==> config.mk <==
export PLATFORM = sky130hd
export DESIGN_NAME = sao_mode_top
export DESIGN_NICKNAME = d
export VERILOG_FILES = /design/src/design/sao_pkg.sv /design/src/design/sao_edge_class.sv /design/src/design/sao_band_class.sv /design/src/design/sao_mode_top.sv
export SDC_FILE = /design/constraint.sdc
export NUM_CORES = 2
export LEC_CHECK = 0
export BUFFER_PORTS_ARGS = -buffer_cell sky130_fd_sc_hd__buf_2
export CAP_MARGIN = 0
export CORE_ASPECT_RATIO = 1.4
export CORE_UTILIZATION = 37
export CTS_BUF_LIST = sky130_fd_sc_hd__clkbuf_8
export CTS_CLUSTER_DIAMETER = 60
export DETAILED_ROUTE_END_ITERATION = 16
export MAX_ROUTING_LAYER = met4
export PLACE_DENSITY = 0.54
export SYNTH_ARGS = -nofsm -noshare
export SYNTH_HDL_FRONTEND = slang
export SYNTH_SLANG_ARGS = --single-unit
==> constraint.sdc <==
create_clock -name clk -period 23.1 [get_ports clk]
set_clock_uncertainty 0.15 [all_clocks]
set_input_delay 1.155 -clock clk [delete_from_list [all_inputs] [get_ports clk]]
set_output_delay 1.155 -clock clk [all_outputs]
set_load 0.01 [all_outputs]
==> src/design/sao_pkg.sv <==
/* SAO mode package: pixel, window, mask and index types shared by the
   edge-offset and band-offset classifiers and their controller */
package sao_pkg;

    // ------------------------------------------------------------
    // widths
    // ------------------------------------------------------------
    localparam int PIX_W      = 8;                // pixel bit depth
    localparam int BLK_N      = 4;                // block side
    localparam int WIN_N      = 6;                // block plus one-pixel border
    localparam int PIX_N      = BLK_N * BLK_N;    // flags per mask
    localparam int BAND_W     = 5;                // 32 bands
    localparam int BAND_SHIFT = PIX_W - BAND_W;   // low bits dropped for band number
    localparam int BLK_IDX_W  = 4;                // block index inside a CTB
    localparam int EO_CAT_N   = 4;                // edge categories
    localparam int BO_BAND_N  = 8;                // bands per group

    // ------------------------------------------------------------
    // vector types
    // ------------------------------------------------------------
    typedef logic [PIX_W-1:0]       pix_t;
    typedef logic [WIN_N*PIX_W-1:0] win_line_t;   // pixel 0 (leftmost) in low bits

    // bit index is row*4 + col, row 0 is window line 1, col 0 is window column 1
    typedef logic [PIX_N-1:0]       pix_mask_t;

    typedef logic [BAND_W-1:0]      band_t;
    typedef logic [BLK_IDX_W-1:0]   blk_idx_t;

    // ------------------------------------------------------------
    // enums
    // ------------------------------------------------------------
    typedef enum logic [1:0] {
        COMP_Y = 2'd0,
        COMP_U = 2'd1,
        COMP_V = 2'd2
    } sao_comp_e;

    typedef enum logic [1:0] {
        EO_0   = 2'd0,
        EO_45  = 2'd1,
        EO_90  = 2'd2,
        EO_135 = 2'd3
    } eo_dir_e;

    typedef enum logic [1:0] {
        ST_IDLE = 2'd0,   // waiting for req
        ST_CALC = 2'd1,   // window registered, classifiers settling
        ST_ACK  = 2'd2    // masks valid, waiting for req to drop
    } ctrl_state_e;

endpackage

==> src/design/sao_edge_class.sv <==
/* SAO edge-offset classifier for one direction: compares every block pixel
   with its two neighbors along DIR and sorts it into one of four categories */
`timescale 1ns/1ps

module sao_edge_class #(
    parameter sao_pkg::eo_dir_e DIR = sao_pkg::EO_0
) (
    input  sao_pkg::win_line_t line_i     [sao_pkg::WIN_N],
    output sao_pkg::pix_mask_t cat_mask_o [sao_pkg::EO_CAT_N]
);
    import sao_pkg::*;

    // ------------------------------------------------------------
    // neighbor offsets, a is the first neighbor and b mirrors it
    // ------------------------------------------------------------
    //   0   : a left,        b right
    //   45  : a upper right, b lower left
    //   90  : a above,       b below
    //   135 : a upper left,  b lower right
    localparam int DY = (DIR == EO_0) ? 0 : -1;
    localparam int DX = (DIR == EO_0)   ? -1 :
                        (DIR == EO_45)  ?  1 :
                        (DIR == EO_90)  ?  0 : -1;

    pix_t      pix [WIN_N][WIN_N];   // pix[line][column]

    pix_mask_t gt_a;   // neighbor a > center
    pix_mask_t eq_a;   // neighbor a = center
    pix_mask_t lt_a;
    pix_mask_t gt_b;
    pix_mask_t eq_b;
    pix_mask_t lt_b;

    // unpack window lines into a pixel grid
    always_comb begin
        for (int y = 0; y < WIN_N; y++) begin
            for (int x = 0; x < WIN_N; x++) begin
                pix[y][x] = line_i[y][x*PIX_W +: PIX_W];
            end
        end
    end

    // ------------------------------------------------------------
    // per-pixel neighbor compares
    // ------------------------------------------------------------
    for (genvar r = 0; r < BLK_N; r++) begin : g_row
        for (genvar c = 0; c < BLK_N; c++) begin : g_col
            localparam int CY  = r + 1;   // center in window coordinates
            localparam int CX  = c + 1;
            localparam int BIT = r * BLK_N + c;

            assign gt_a[BIT] = pix[CY+DY][CX+DX] >  pix[CY][CX];
            assign eq_a[BIT] = pix[CY+DY][CX+DX] == pix[CY][CX];
            assign gt_b[BIT] = pix[CY-DY][CX-DX] >  pix[CY][CX];
            assign eq_b[BIT] = pix[CY-DY][CX-DX] == pix[CY][CX];
        end
    end

    assign lt_a = ~gt_a & ~eq_a;   // neither greater nor equal
    assign lt_b = ~gt_b & ~eq_b;

    // ------------------------------------------------------------
    // categories
    // ------------------------------------------------------------
    // local minimum
    assign cat_mask_o[0] = gt_a & gt_b;
    // concave corner
    assign cat_mask_o[1] = (gt_a & eq_b) | (eq_a & gt_b);
    // convex corner
    assign cat_mask_o[2] = (eq_a & lt_b) | (lt_a & eq_b);
    // local maximum
    assign cat_mask_o[3] = lt_a & lt_b;

endmodule

==> src/design/sao_band_class.sv <==
/* SAO band-offset classifier: places every block pixel in one of eight
   band masks counted from the pre-decided start band */
`timescale 1ns/1ps

module sao_band_class (
    input  sao_pkg::win_line_t line_i      [sao_pkg::WIN_N],
    input  sao_pkg::band_t     bo_start_i,
    output sao_pkg::pix_mask_t band_mask_o [sao_pkg::BO_BAND_N]
);
    import sao_pkg::*;

    band_t band_off [PIX_N];   // band number relative to start, mod 32

    // ------------------------------------------------------------
    // band offset per block pixel
    // ------------------------------------------------------------
    for (genvar r = 0; r < BLK_N; r++) begin : g_row
        for (genvar c = 0; c < BLK_N; c++) begin : g_col
            localparam int LINE = r + 1;                       // skip top border
            localparam int LSB  = (c + 1) * PIX_W + BAND_SHIFT; // upper bits of pixel

            assign band_off[r*BLK_N + c] = line_i[LINE][LSB +: BAND_W] - bo_start_i;
        end
    end

    // ------------------------------------------------------------
    // one-hot spread over the eight masks
    // ------------------------------------------------------------
    always_comb begin
        for (int b = 0; b < BO_BAND_N; b++) begin
            band_mask_o[b] = '0;
            for (int p = 0; p < PIX_N; p++) begin
                // offsets 8..31 alias onto the group, the SAO search picks the group
                band_mask_o[b][p] = (band_off[p][2:0] == b[2:0]);
            end
        end
    end

endmodule

==> src/design/sao_mode_top.sv <==
/* SAO mode classifier top: four-phase req/ack controller around the edge and
   band classifiers, with CTB boundary gating and registered mask outputs */
`timescale 1ns/1ps

module sao_mode_top #(
    parameter int CTB_BLK_LAST = 15   // last luma 4x4 index in a CTB
) (
    input  logic                clk,
    input  logic                reset_i,

    input  logic                req_i,
    output logic                ack_o,

    input  sao_pkg::win_line_t  line_i     [sao_pkg::WIN_N],
    input  sao_pkg::blk_idx_t   blk_x_i,
    input  sao_pkg::blk_idx_t   blk_y_i,
    input  sao_pkg::sao_comp_e  comp_i,
    input  sao_pkg::band_t      bo_start_i,

    output sao_pkg::pix_mask_t  eo_mask_o  [4][sao_pkg::EO_CAT_N],
    output sao_pkg::pix_mask_t  bo_mask_o  [sao_pkg::BO_BAND_N]
);
    import sao_pkg::*;

    localparam blk_idx_t LUMA_LAST   = blk_idx_t'(CTB_BLK_LAST);
    localparam blk_idx_t CHROMA_LAST = blk_idx_t'((CTB_BLK_LAST + 1) / 2 - 1);

    // rows 0 and 1 sit in bits 7:0 of the row-major mask
    localparam pix_mask_t TOP_ROWS   = pix_mask_t'((1 << (2 * BLK_N)) - 1);

    // ------------------------------------------------------------
    // declarations
    // ------------------------------------------------------------
    ctrl_state_e state_q;

    win_line_t   line_q     [WIN_N];   // request fields, held for the classifiers
    blk_idx_t    blk_x_q;
    blk_idx_t    blk_y_q;
    sao_comp_e   comp_q;
    band_t       bo_start_q;

    pix_mask_t   eo_raw     [4][EO_CAT_N];   // ungated classifier outputs
    pix_mask_t   bo_raw     [BO_BAND_N];

    logic        blk_last;    // block on last CTB column or row
    pix_mask_t   keep_mask;   // pixels that survive gating

    // ------------------------------------------------------------
    // handshake FSM
    // ------------------------------------------------------------
    always_ff @(posedge clk) begin
        if (reset_i) begin
            state_q <= ST_IDLE;
            ack_o   <= 1'b0;
        end else begin
            case (state_q)
                ST_IDLE: begin
                    if (req_i) begin
                        state_q <= ST_CALC;   // fields captured this edge
                    end
                end
                ST_CALC: begin
                    state_q <= ST_ACK;        // masks captured this edge
                    ack_o   <= 1'b1;
                end
                ST_ACK: begin
                    if (!req_i) begin
                        state_q <= ST_IDLE;
                        ack_o   <= 1'b0;
                    end
                end
                default: begin
                    state_q <= ST_IDLE;
                    ack_o   <= 1'b0;
                end
            endcase
        end
    end

    // request capture, only when a new request is accepted
    always_ff @(posedge clk) begin
        if (state_q == ST_IDLE && req_i) begin
            line_q     <= line_i;
            blk_x_q    <= blk_x_i;
            blk_y_q    <= blk_y_i;
            comp_q     <= comp_i;
            bo_start_q <= bo_start_i;
        end
    end

    // ------------------------------------------------------------
    // classifiers
    // ------------------------------------------------------------
    sao_edge_class #(.DIR(EO_0)) u_eo_0 (
        .line_i     (line_q),
        .cat_mask_o (eo_raw[EO_0])
    );

    sao_edge_class #(.DIR(EO_45)) u_eo_45 (
        .line_i     (line_q),
        .cat_mask_o (eo_raw[EO_45])
    );

    sao_edge_class #(.DIR(EO_90)) u_eo_90 (
        .line_i     (line_q),
        .cat_mask_o (eo_raw[EO_90])
    );

    sao_edge_class #(.DIR(EO_135)) u_eo_135 (
        .line_i     (line_q),
        .cat_mask_o (eo_raw[EO_135])
    );

    sao_band_class u_bo (
        .line_i      (line_q),
        .bo_start_i  (bo_start_q),
        .band_mask_o (bo_raw)
    );

    // ------------------------------------------------------------
    // boundary gating
    // ------------------------------------------------------------
    always_comb begin
        case (comp_q)
            COMP_Y:         blk_last = (blk_x_q == LUMA_LAST)   || (blk_y_q == LUMA_LAST);
            COMP_U, COMP_V: blk_last = (blk_x_q == CHROMA_LAST) || (blk_y_q == CHROMA_LAST);
            default:        blk_last = 1'b1;   // unknown component, no masks
        endcase
    end

    // the bottom rows of a row-0 block are left for the next pass to classify
    assign keep_mask = blk_last        ? '0       :
                       (blk_y_q == '0) ? TOP_ROWS : '1;

    // ------------------------------------------------------------
    // output registers
    // ------------------------------------------------------------
    always_ff @(posedge clk) begin
        if (reset_i) begin
            for (int d = 0; d < 4; d++) begin
                for (int c = 0; c < EO_CAT_N; c++) begin
                    eo_mask_o[d][c] <= '0;
                end
            end
            for (int b = 0; b < BO_BAND_N; b++) begin
                bo_mask_o[b] <= '0;
            end
        end else if (state_q == ST_CALC) begin   // held until the next request
            for (int d = 0; d < 4; d++) begin
                for (int c = 0; c < EO_CAT_N; c++) begin
                    eo_mask_o[d][c] <= eo_raw[d][c] & keep_mask;
                end
            end
            for (int b = 0; b < BO_BAND_N; b++) begin
                bo_mask_o[b] <= bo_raw[b] & keep_mask;
            end
        end
    end

endmodule

After elaboration in Yosys (flattened, before gate mapping)
Index checks and enable logic that the tools add are counted.
{"block": "classes", "add_sub_neg": 16, "mul": 0, "div": 0, "n_lt_le_gt_ge": 128, "n_eq_ne": 250, "shift": 0, "muxes": 8, "n_bitwise": 81, "reduce_logical": 25}
{"operator": "equality test 8 bit", "count": 128}
{"operator": "> comparator 8 bit", "count": 128}
{"operator": "bitwise AND 16 bit", "count": 56}
{"operator": "inverter 16 bit", "count": 16}
{"operator": "equality test 3 bit (second input constant)", "count": 64}
{"operator": "bitwise OR 16 bit", "count": 8}
{"operator": "equality test 3 x 2 -> 1 bit (second input constant)", "count": 32}
{"operator": "equality test 3 x 1 -> 1 bit (second input constant)", "count": 16}
{"operator": "zero test 3 bit", "count": 16}
{"operator": "subtractor 3 bit", "count": 16}
{"operator": "2-to-1 mux 16 bit", "count": 2}
{"operator": "equality test 4 x 3 -> 1 bit (second input constant)", "count": 2}
{"operator": "equality test 4 bit (second input constant)", "count": 2}
{"operator": "case mux 2 bit (3 select lines)", "count": 1}
{"operator": "equality test 2 x 1 -> 1 bit (second input constant)", "count": 2}
{"operator": "equality test 2 bit (second input constant)", "count": 2}
{"operator": "zero test 2 bit", "count": 2}
{"operator": "zero test 4 bit", "count": 1}
{"operator": "2-to-1 mux 2 bit", "count": 2}
{"operator": "inequality test 2 bit (second input constant)", "count": 2}
{"operator": "AND reduction 2 bit", "count": 2}
{"operator": "case mux 1 bit (3 select lines)", "count": 1}
{"operator": "logical OR 1 bit", "count": 2}
{"operator": "case mux 1 bit (2 select lines)", "count": 1}
{"operator": "4 further kinds", "count": 4}
{"block": "totals", "reg_bits": 688, "latch_bits": 0, "ramBits": 0, "mem_bits_ro": 0, "output_inout_bits": 385, "n_memories": 0}

Depth between registers and ports, before layout
{"block": "logic_depth", "depth_word": 6, "mapped_depth": 12}

Cells and area by module
From an unflattened synthesis, not the netlist that was laid out.
{"block": "hier_totals", "hier_cells": 4190, "hier_area_um2": 43477.9}
{"module": "sao_mode_top", "n_inst": 1, "cells_each": 1201, "area_per_inst_um2": 21351.7, "seq_area_each_um2": 16846.2}
{"module": "sao_edge_class (u_eo_135)", "n_inst": 1, "cells_each": 706, "area_per_inst_um2": 5283.8, "seq_area_each_um2": 0.0}
{"module": "sao_edge_class (u_eo_45)", "n_inst": 1, "cells_each": 710, "area_per_inst_um2": 5252.5, "seq_area_each_um2": 0.0}
{"module": "sao_edge_class (u_eo_0)", "n_inst": 1, "cells_each": 652, "area_per_inst_um2": 4725.8, "seq_area_each_um2": 0.0}
{"module": "sao_edge_class (u_eo_90)", "n_inst": 1, "cells_each": 645, "area_per_inst_um2": 4543.1, "seq_area_each_um2": 0.0}
{"module": "sao_band_class", "n_inst": 1, "cells_each": 276, "area_per_inst_um2": 2321.0, "seq_area_each_um2": 0.0}

Worst setup path after synthesis
No wires, ideal clock.
{"block": "synth_timing", "path_kind": "input to register", "startpoint": "in req_i", "endpoint": "reg blk_x_q[0] (enable)", "arrival_time_ps": 13701, "t_required_ps": 21981, "slack_ps": 8281, "cell_stages": 2, "cell_sequence": "nand2b_1 -> nor2_1"}
{"block": "synth_via", "elab_chain_cells": 1}
{"item": "start, declared", "line": "sao_mode_top.sv:11", "rtl": "input logic req_i,"}
{"item": "logical AND 1 bit", "line": "sao_mode_top.sv:82", "rtl": "if (state_q == ST_IDLE && req_i) begin"}
{"item": "end signal, assigned", "line": "sao_mode_top.sv:84", "rtl": "blk_x_q <= blk_x_i;"}
{"item": "end, declared", "line": "sao_mode_top.sv:37", "rtl": "blk_idx_t blk_x_q;"}
No other way between the ends.
A chain may end at the register's enable or synchronous reset.

Worst setup path in the final report
{"block": "layout_timing", "startpoint": "reg comp_q[0]", "endpoint": "reg eo_mask_o[58] (netlist name)"}
{"block": "layout_via", "elab_chain_cells": 5, "word_cells_on_any_way": 7, "cone_classes": "eq/ne (2); mux (2); bitwise (1); reduce/logical (2)"}
{"item": "start, declared", "line": "sao_mode_top.sv:39", "rtl": "sao_comp_e comp_q;"}
{"item": "start signal, assigned", "line": "sao_mode_top.sv:86", "rtl": "comp_q <= comp_i;"}
{"item": "equality test 2 x 1 -> 1 bit / equality test 2 bit (equally long branches)", "line": "sao_mode_top.sv:124", "rtl": "case (comp_q)"}
{"item": "OR reduction 2 bit", "line": "sao_mode_top.sv:124"}
{"item": "case mux 1 bit (2 select lines) (*)", "line": "sao_mode_top.sv:124"}
{"item": "2-to-1 mux 16 bit (*)", "line": "sao_mode_top.sv:132", "rtl": "assign keep_mask = blk_last ? '0 :"}
{"item": "bitwise AND 16 bit (*)", "line": "sao_mode_top.sv:151", "rtl": "eo_mask_o[d][c] <= eo_raw[d][c] & keep_mask;"}
{"item": "end signal, assigned by index", "line": "sao_mode_top.sv:151"}
{"item": "end, declared", "line": "sao_mode_top.sv:20", "rtl": "output sao_pkg::pix_mask_t eo_mask_o [4][sao_pkg::EO_CAT_N],"}
Mark *: on every way between the ends. The rest lies on a longest branch, timed or not.

==> summary by stage <==
Place
Input and output buffers added on the ports amount to 688. The placer's final routability congestion estimate is 0.923. The placed wire-length estimate is 125,000 microns.

Global routing
In the global route stage, overall resource usage came out at 29.5%. The maximum number of pins on one net before global-route repair is 142. The first-pass GRT wire length is 226,000 microns. The number of antenna violations at the first check in global routing is 15.

The total overflow left after global routing is 0. The via count of the first global-routing pass is 33,900.

Finish
For this run, the share of the core covered by cells in the final layout is 44.5%. The number of fill cells in the layout is 10,500. The library cells used most frequently in the layout, excluding fill and tap cells, are 706 x sky130_fd_sc_hd__ha_1, 688 x sky130_fd_sc_hd__buf_2, 387 x sky130_fd_sc_hd__dfxtp_1. Of the cells placed in the final design, the portion with a size suffix greater than 1 is 20.0%. The post-layout net count is 5,657. The most common library cell in the layout ignoring fill and taps is sky130_fd_sc_hd__ha_1.

Relative to the synthesized area, the layout overhead comes to 19.4%.

STA
The final hold violation count is 0. The minimum clock period is 4.06 ns. The slew at the pin closest to its max-slew limit is 1.20 ns. The final sum of negative setup slack is 0 ns. The final number of max-transition violations is 0. The share of the cycle needed by the critical path after routing is 17.6%. The final setup violation count is 0. The upper clock frequency limit is 0.247 GHz.

Setup repair after global routing left no endpoint under its margin. The headroom to the max-slew limit is 19.5%.

Drt
The final routed DRC violation total is 0. The via count of the routed design is 34,800. The mean number of vias per cell is 5.63.

The post-detailed-route count of antenna-violating nets is 0. The pre-antenna-repair detailed-routing pass consisted of 6 iterations. The routed design has 160,000 microns of wire.

After detailed routing, the average wire length per cell comes to 25.9 microns. The number of DRC markers after the initial detailed-route iteration is 2,561.

Worst setup path
The classification of the worst setup path is register to register. Among cell families on the critical path, the largest total delay comes from simple AND/OR/NAND/NOR gates. The setup slack on the worst flop-to-flop path is 19.04 ns.

The critical path arrival is 4.63 ns. The critical path buffer and inverter count is 3. Counting buffers and inverters, the worst setup path is 10 cells deep. The length in cells of the worst reg-to-reg path is 10. On the critical path, the stage with the largest delay is an instance of sky130_fd_sc_hd__or3_1. The launch point of the worst reg-to-reg path is comp_q[0]. The type of destination of the critical path is a register. On the worst path, the slowest cell contributes a delay of 0.71 ns. The kind of start point of the critical path is a register. In this run the worst path has a maximum fanout of 59. The data required time at the worst endpoint is 23.68 ns. Traced cell by cell, the critical path runs through inv_1 -> ha_1 -> mux2i_1 -> o22ai_1 -> or3_1 -> or3_2 -> buf_4 -> buf_4 -> or3_1 -> o41ai_2.

The capture instance of the worst register-to-register path is eo_mask_o[58].

Hold path
The launch point of the worst hold path is eo_mask_o[100]. Along the worst hold path, the cell count comes to 2. The worst hold path terminates at eo_mask_o[100]. The classification of the worst-slack hold path is register to register.

Yosys
The most frequently used flop master after synthesis is sky130_fd_sc_hd__dfxtp_1. The sequential area share after synthesis is 42.1%. The synthesized design contains 688 register bits. The post-synthesis average cell area is 10.3 sq um. The number of enable flip-flop cells after synthesis is 301.

The share of flip-flops with an asynchronous set or reset is 0%. The number of instances in the synthesized netlist is 3,887. The cell area that synthesis handed to floorplanning was 39,900 sq um. The number of nets in the synthesized netlist is 4,915.

The synthesis warning total is 0. The number of library cell types mapped by synthesis is 69.

Pwr
The reported leakage power is 21.1 nW. The largest voltage drop on the vdd net is 0.0431 mV. Dividing total power by cell area gives a power density of 66.8 nW/um^2.

Die
From left edge to right edge, the die measures 279 microns. The core region is 107,000 sq um. In this run the count of I/O pins placed on the die edge is 691. The die covers 109,000 sq um. The height of the die is 390 microns. The number of core rows is 142. The starting density of the core is 37.3%.

Clock tree
The number of buffers between clock root and the deepest sink is 3. The insertion delay of the later-clocked pin in the worst-skew pair is 0.83 ns. Counting every sink on the clock net gives 688. Hold repair after CTS inserted 0 buffers. Buffers added to address setup during post-CTS repair amount to 0.

The number of gates resized after CTS was 0. The cell at the root of the clock tree is sky130_fd_sc_hd__clkbuf_8. The clock tree synthesis step divided the H-tree into 3 levels.

TritonCTS built the clock tree. The number of CTS-inserted buffers is 117. The clock-pin slew on the worst setup and hold paths is 0.06 ns.

Outcome
The flow ran to the end, and the final reports show no timing, DRC or antenna violations.

Run
The tool flagged a number of max-cap violations equal to 0.
==> worst max-delay path by stage <==
stage | start | end | slack, ns
2_1_floorplan | req_i | blk_x_q[0] | 8.28
3_3_place_gp | reset_i | eo_mask_o[115] | 18.91
3_5_place_dp | reset_i | eo_mask_o[115] | 18.89
4_1_cts | comp_q[0] | eo_mask_o[75] | 19.03
5_1_grt | comp_q[0] | eo_mask_o[79] | 18.80
6_report | comp_q[0] | eo_mask_o[58] | 19.04
==> cell usage after synthesis (28+ instances only) <==
library cell                 n  area share, %
sky130_fd_sc_hd__ha_1      706             22
sky130_fd_sc_hd__dfxtp_1   387             19
sky130_fd_sc_hd__edfxtp_1  301             23
sky130_fd_sc_hd__nor2_1    286            2.7
sky130_fd_sc_hd__a21oi_1   282            3.5
sky130_fd_sc_hd__nand2_1   277            2.6
sky130_fd_sc_hd__inv_1     203            1.9
sky130_fd_sc_hd__nand4_1   194            3.0
sky130_fd_sc_hd__nand3_1   146            1.8
sky130_fd_sc_hd__nor3_1    106            1.3
sky130_fd_sc_hd__o211ai_1   95            1.8
sky130_fd_sc_hd__nor2b_1    93            1.5
sky130_fd_sc_hd__clkbuf_1   82           0.77
sky130_fd_sc_hd__a32o_1     77            1.9
sky130_fd_sc_hd__o21ai_0    76           0.95
sky130_fd_sc_hd__a32oi_1    58            1.3
sky130_fd_sc_hd__a22o_1     39           0.86
sky130_fd_sc_hd__a211oi_1   37           0.70
sky130_fd_sc_hd__a22oi_1    29           0.55
sky130_fd_sc_hd__or3_1      29           0.46
sky130_fd_sc_hd__xnor2_1    28           0.62
==> metal layers <==
layer / global-route usage, % / vias to the layer above / part of all wire, %
li1: - / 16500 / -
met3: 4.13 / 348 / 5.5
met2: 48.8 / 1312 / 48
met4: 17.3 / 0 / 6.3
met1: 34.0 / 16700 / 40
met5: - / - / 0
==> worst reg2reg max path, delay by kind of cell, from the launching register on <==
kind                     cells  cell delay (ns)
AND/OR/NAND/NOR              3             1.88
AO/OA/AOI/OAI                2             0.43
adder cells (fa/ha/maj)      1             0.23
buffers and inverters        3             0.74
flip-flops                   1             0.38
multiplexers                 1             0.14
==> area by class of cell <==
type                            instances  area, sq um  share of cell area, %
Antenna cell                           11         27.5                 0.0578
Clock buffer                          146         2010                   4.22
Clock inverter                         76          517                   1.09
Inverter                              203          762                   1.60
Multi-Input combinational cell       2888        21900                   46.0
Sequential cell                       688        16800                   35.3
Tap cell                             1440         1800                   3.79
Timing Repair Buffer                  731         3790                   7.97
==> cells by family after synthesis <==
logic type               synth area share (%)
adder cells (fa/ha/maj)                  23.0
XOR/XNOR                                0.879
multiplexers                            0.100
buffers and inverters                    3.02
AO/OA/AOI/OAI                            15.0
AND/OR/NAND/NOR                          15.9
flip-flops                               42.1
==> through the flow <==
| stage | total power, mW | hold slack [ns] | cell area, sq um | cells | setup slack (ns) |
|---|---|---|---|---|---|
| 2_1_floorplan | 1.77 | 0.313 | 39900 | 3887 | 8.28 |
| 3_3_place_gp | 1.99 | 0.273 | 45000 | 5950 | 18.91 |
| 3_5_place_dp | 2.01 | 0.283 | 45000 | 5950 | 18.89 |
| 4_1_cts | 3.20 | 0.259 | 47600 | 6172 | 19.03 |
| 5_1_grt | 3.33 | 0.303 | 47600 | 6183 | 18.80 |
| 6_report | 3.18 | 0.289 | 47600 | 6183 | 19.04 |
==> registers in the layout, summed over array words and instances (netlist names) <==
| register | flops |
|---|---|
| blk_x_q | 4 |
| bo_mask_o | 128 |
| bo_start_q | 3 |
| comp_q | 2 |
| ack_o | 1 |
| line_q | 288 |
| blk_y_q | 4 |
| state_q | 2 |
| eo_mask_o | 256 |
==> power by group <==
part | internal, mW | switching [mW]
Sequential | 1.33 | 0.0709
Combinational | 0.209 | 0.378
Clock | 0.641 | 0.552
Total | 2.18 | 1.00
(Power assumes the default switching activity.)
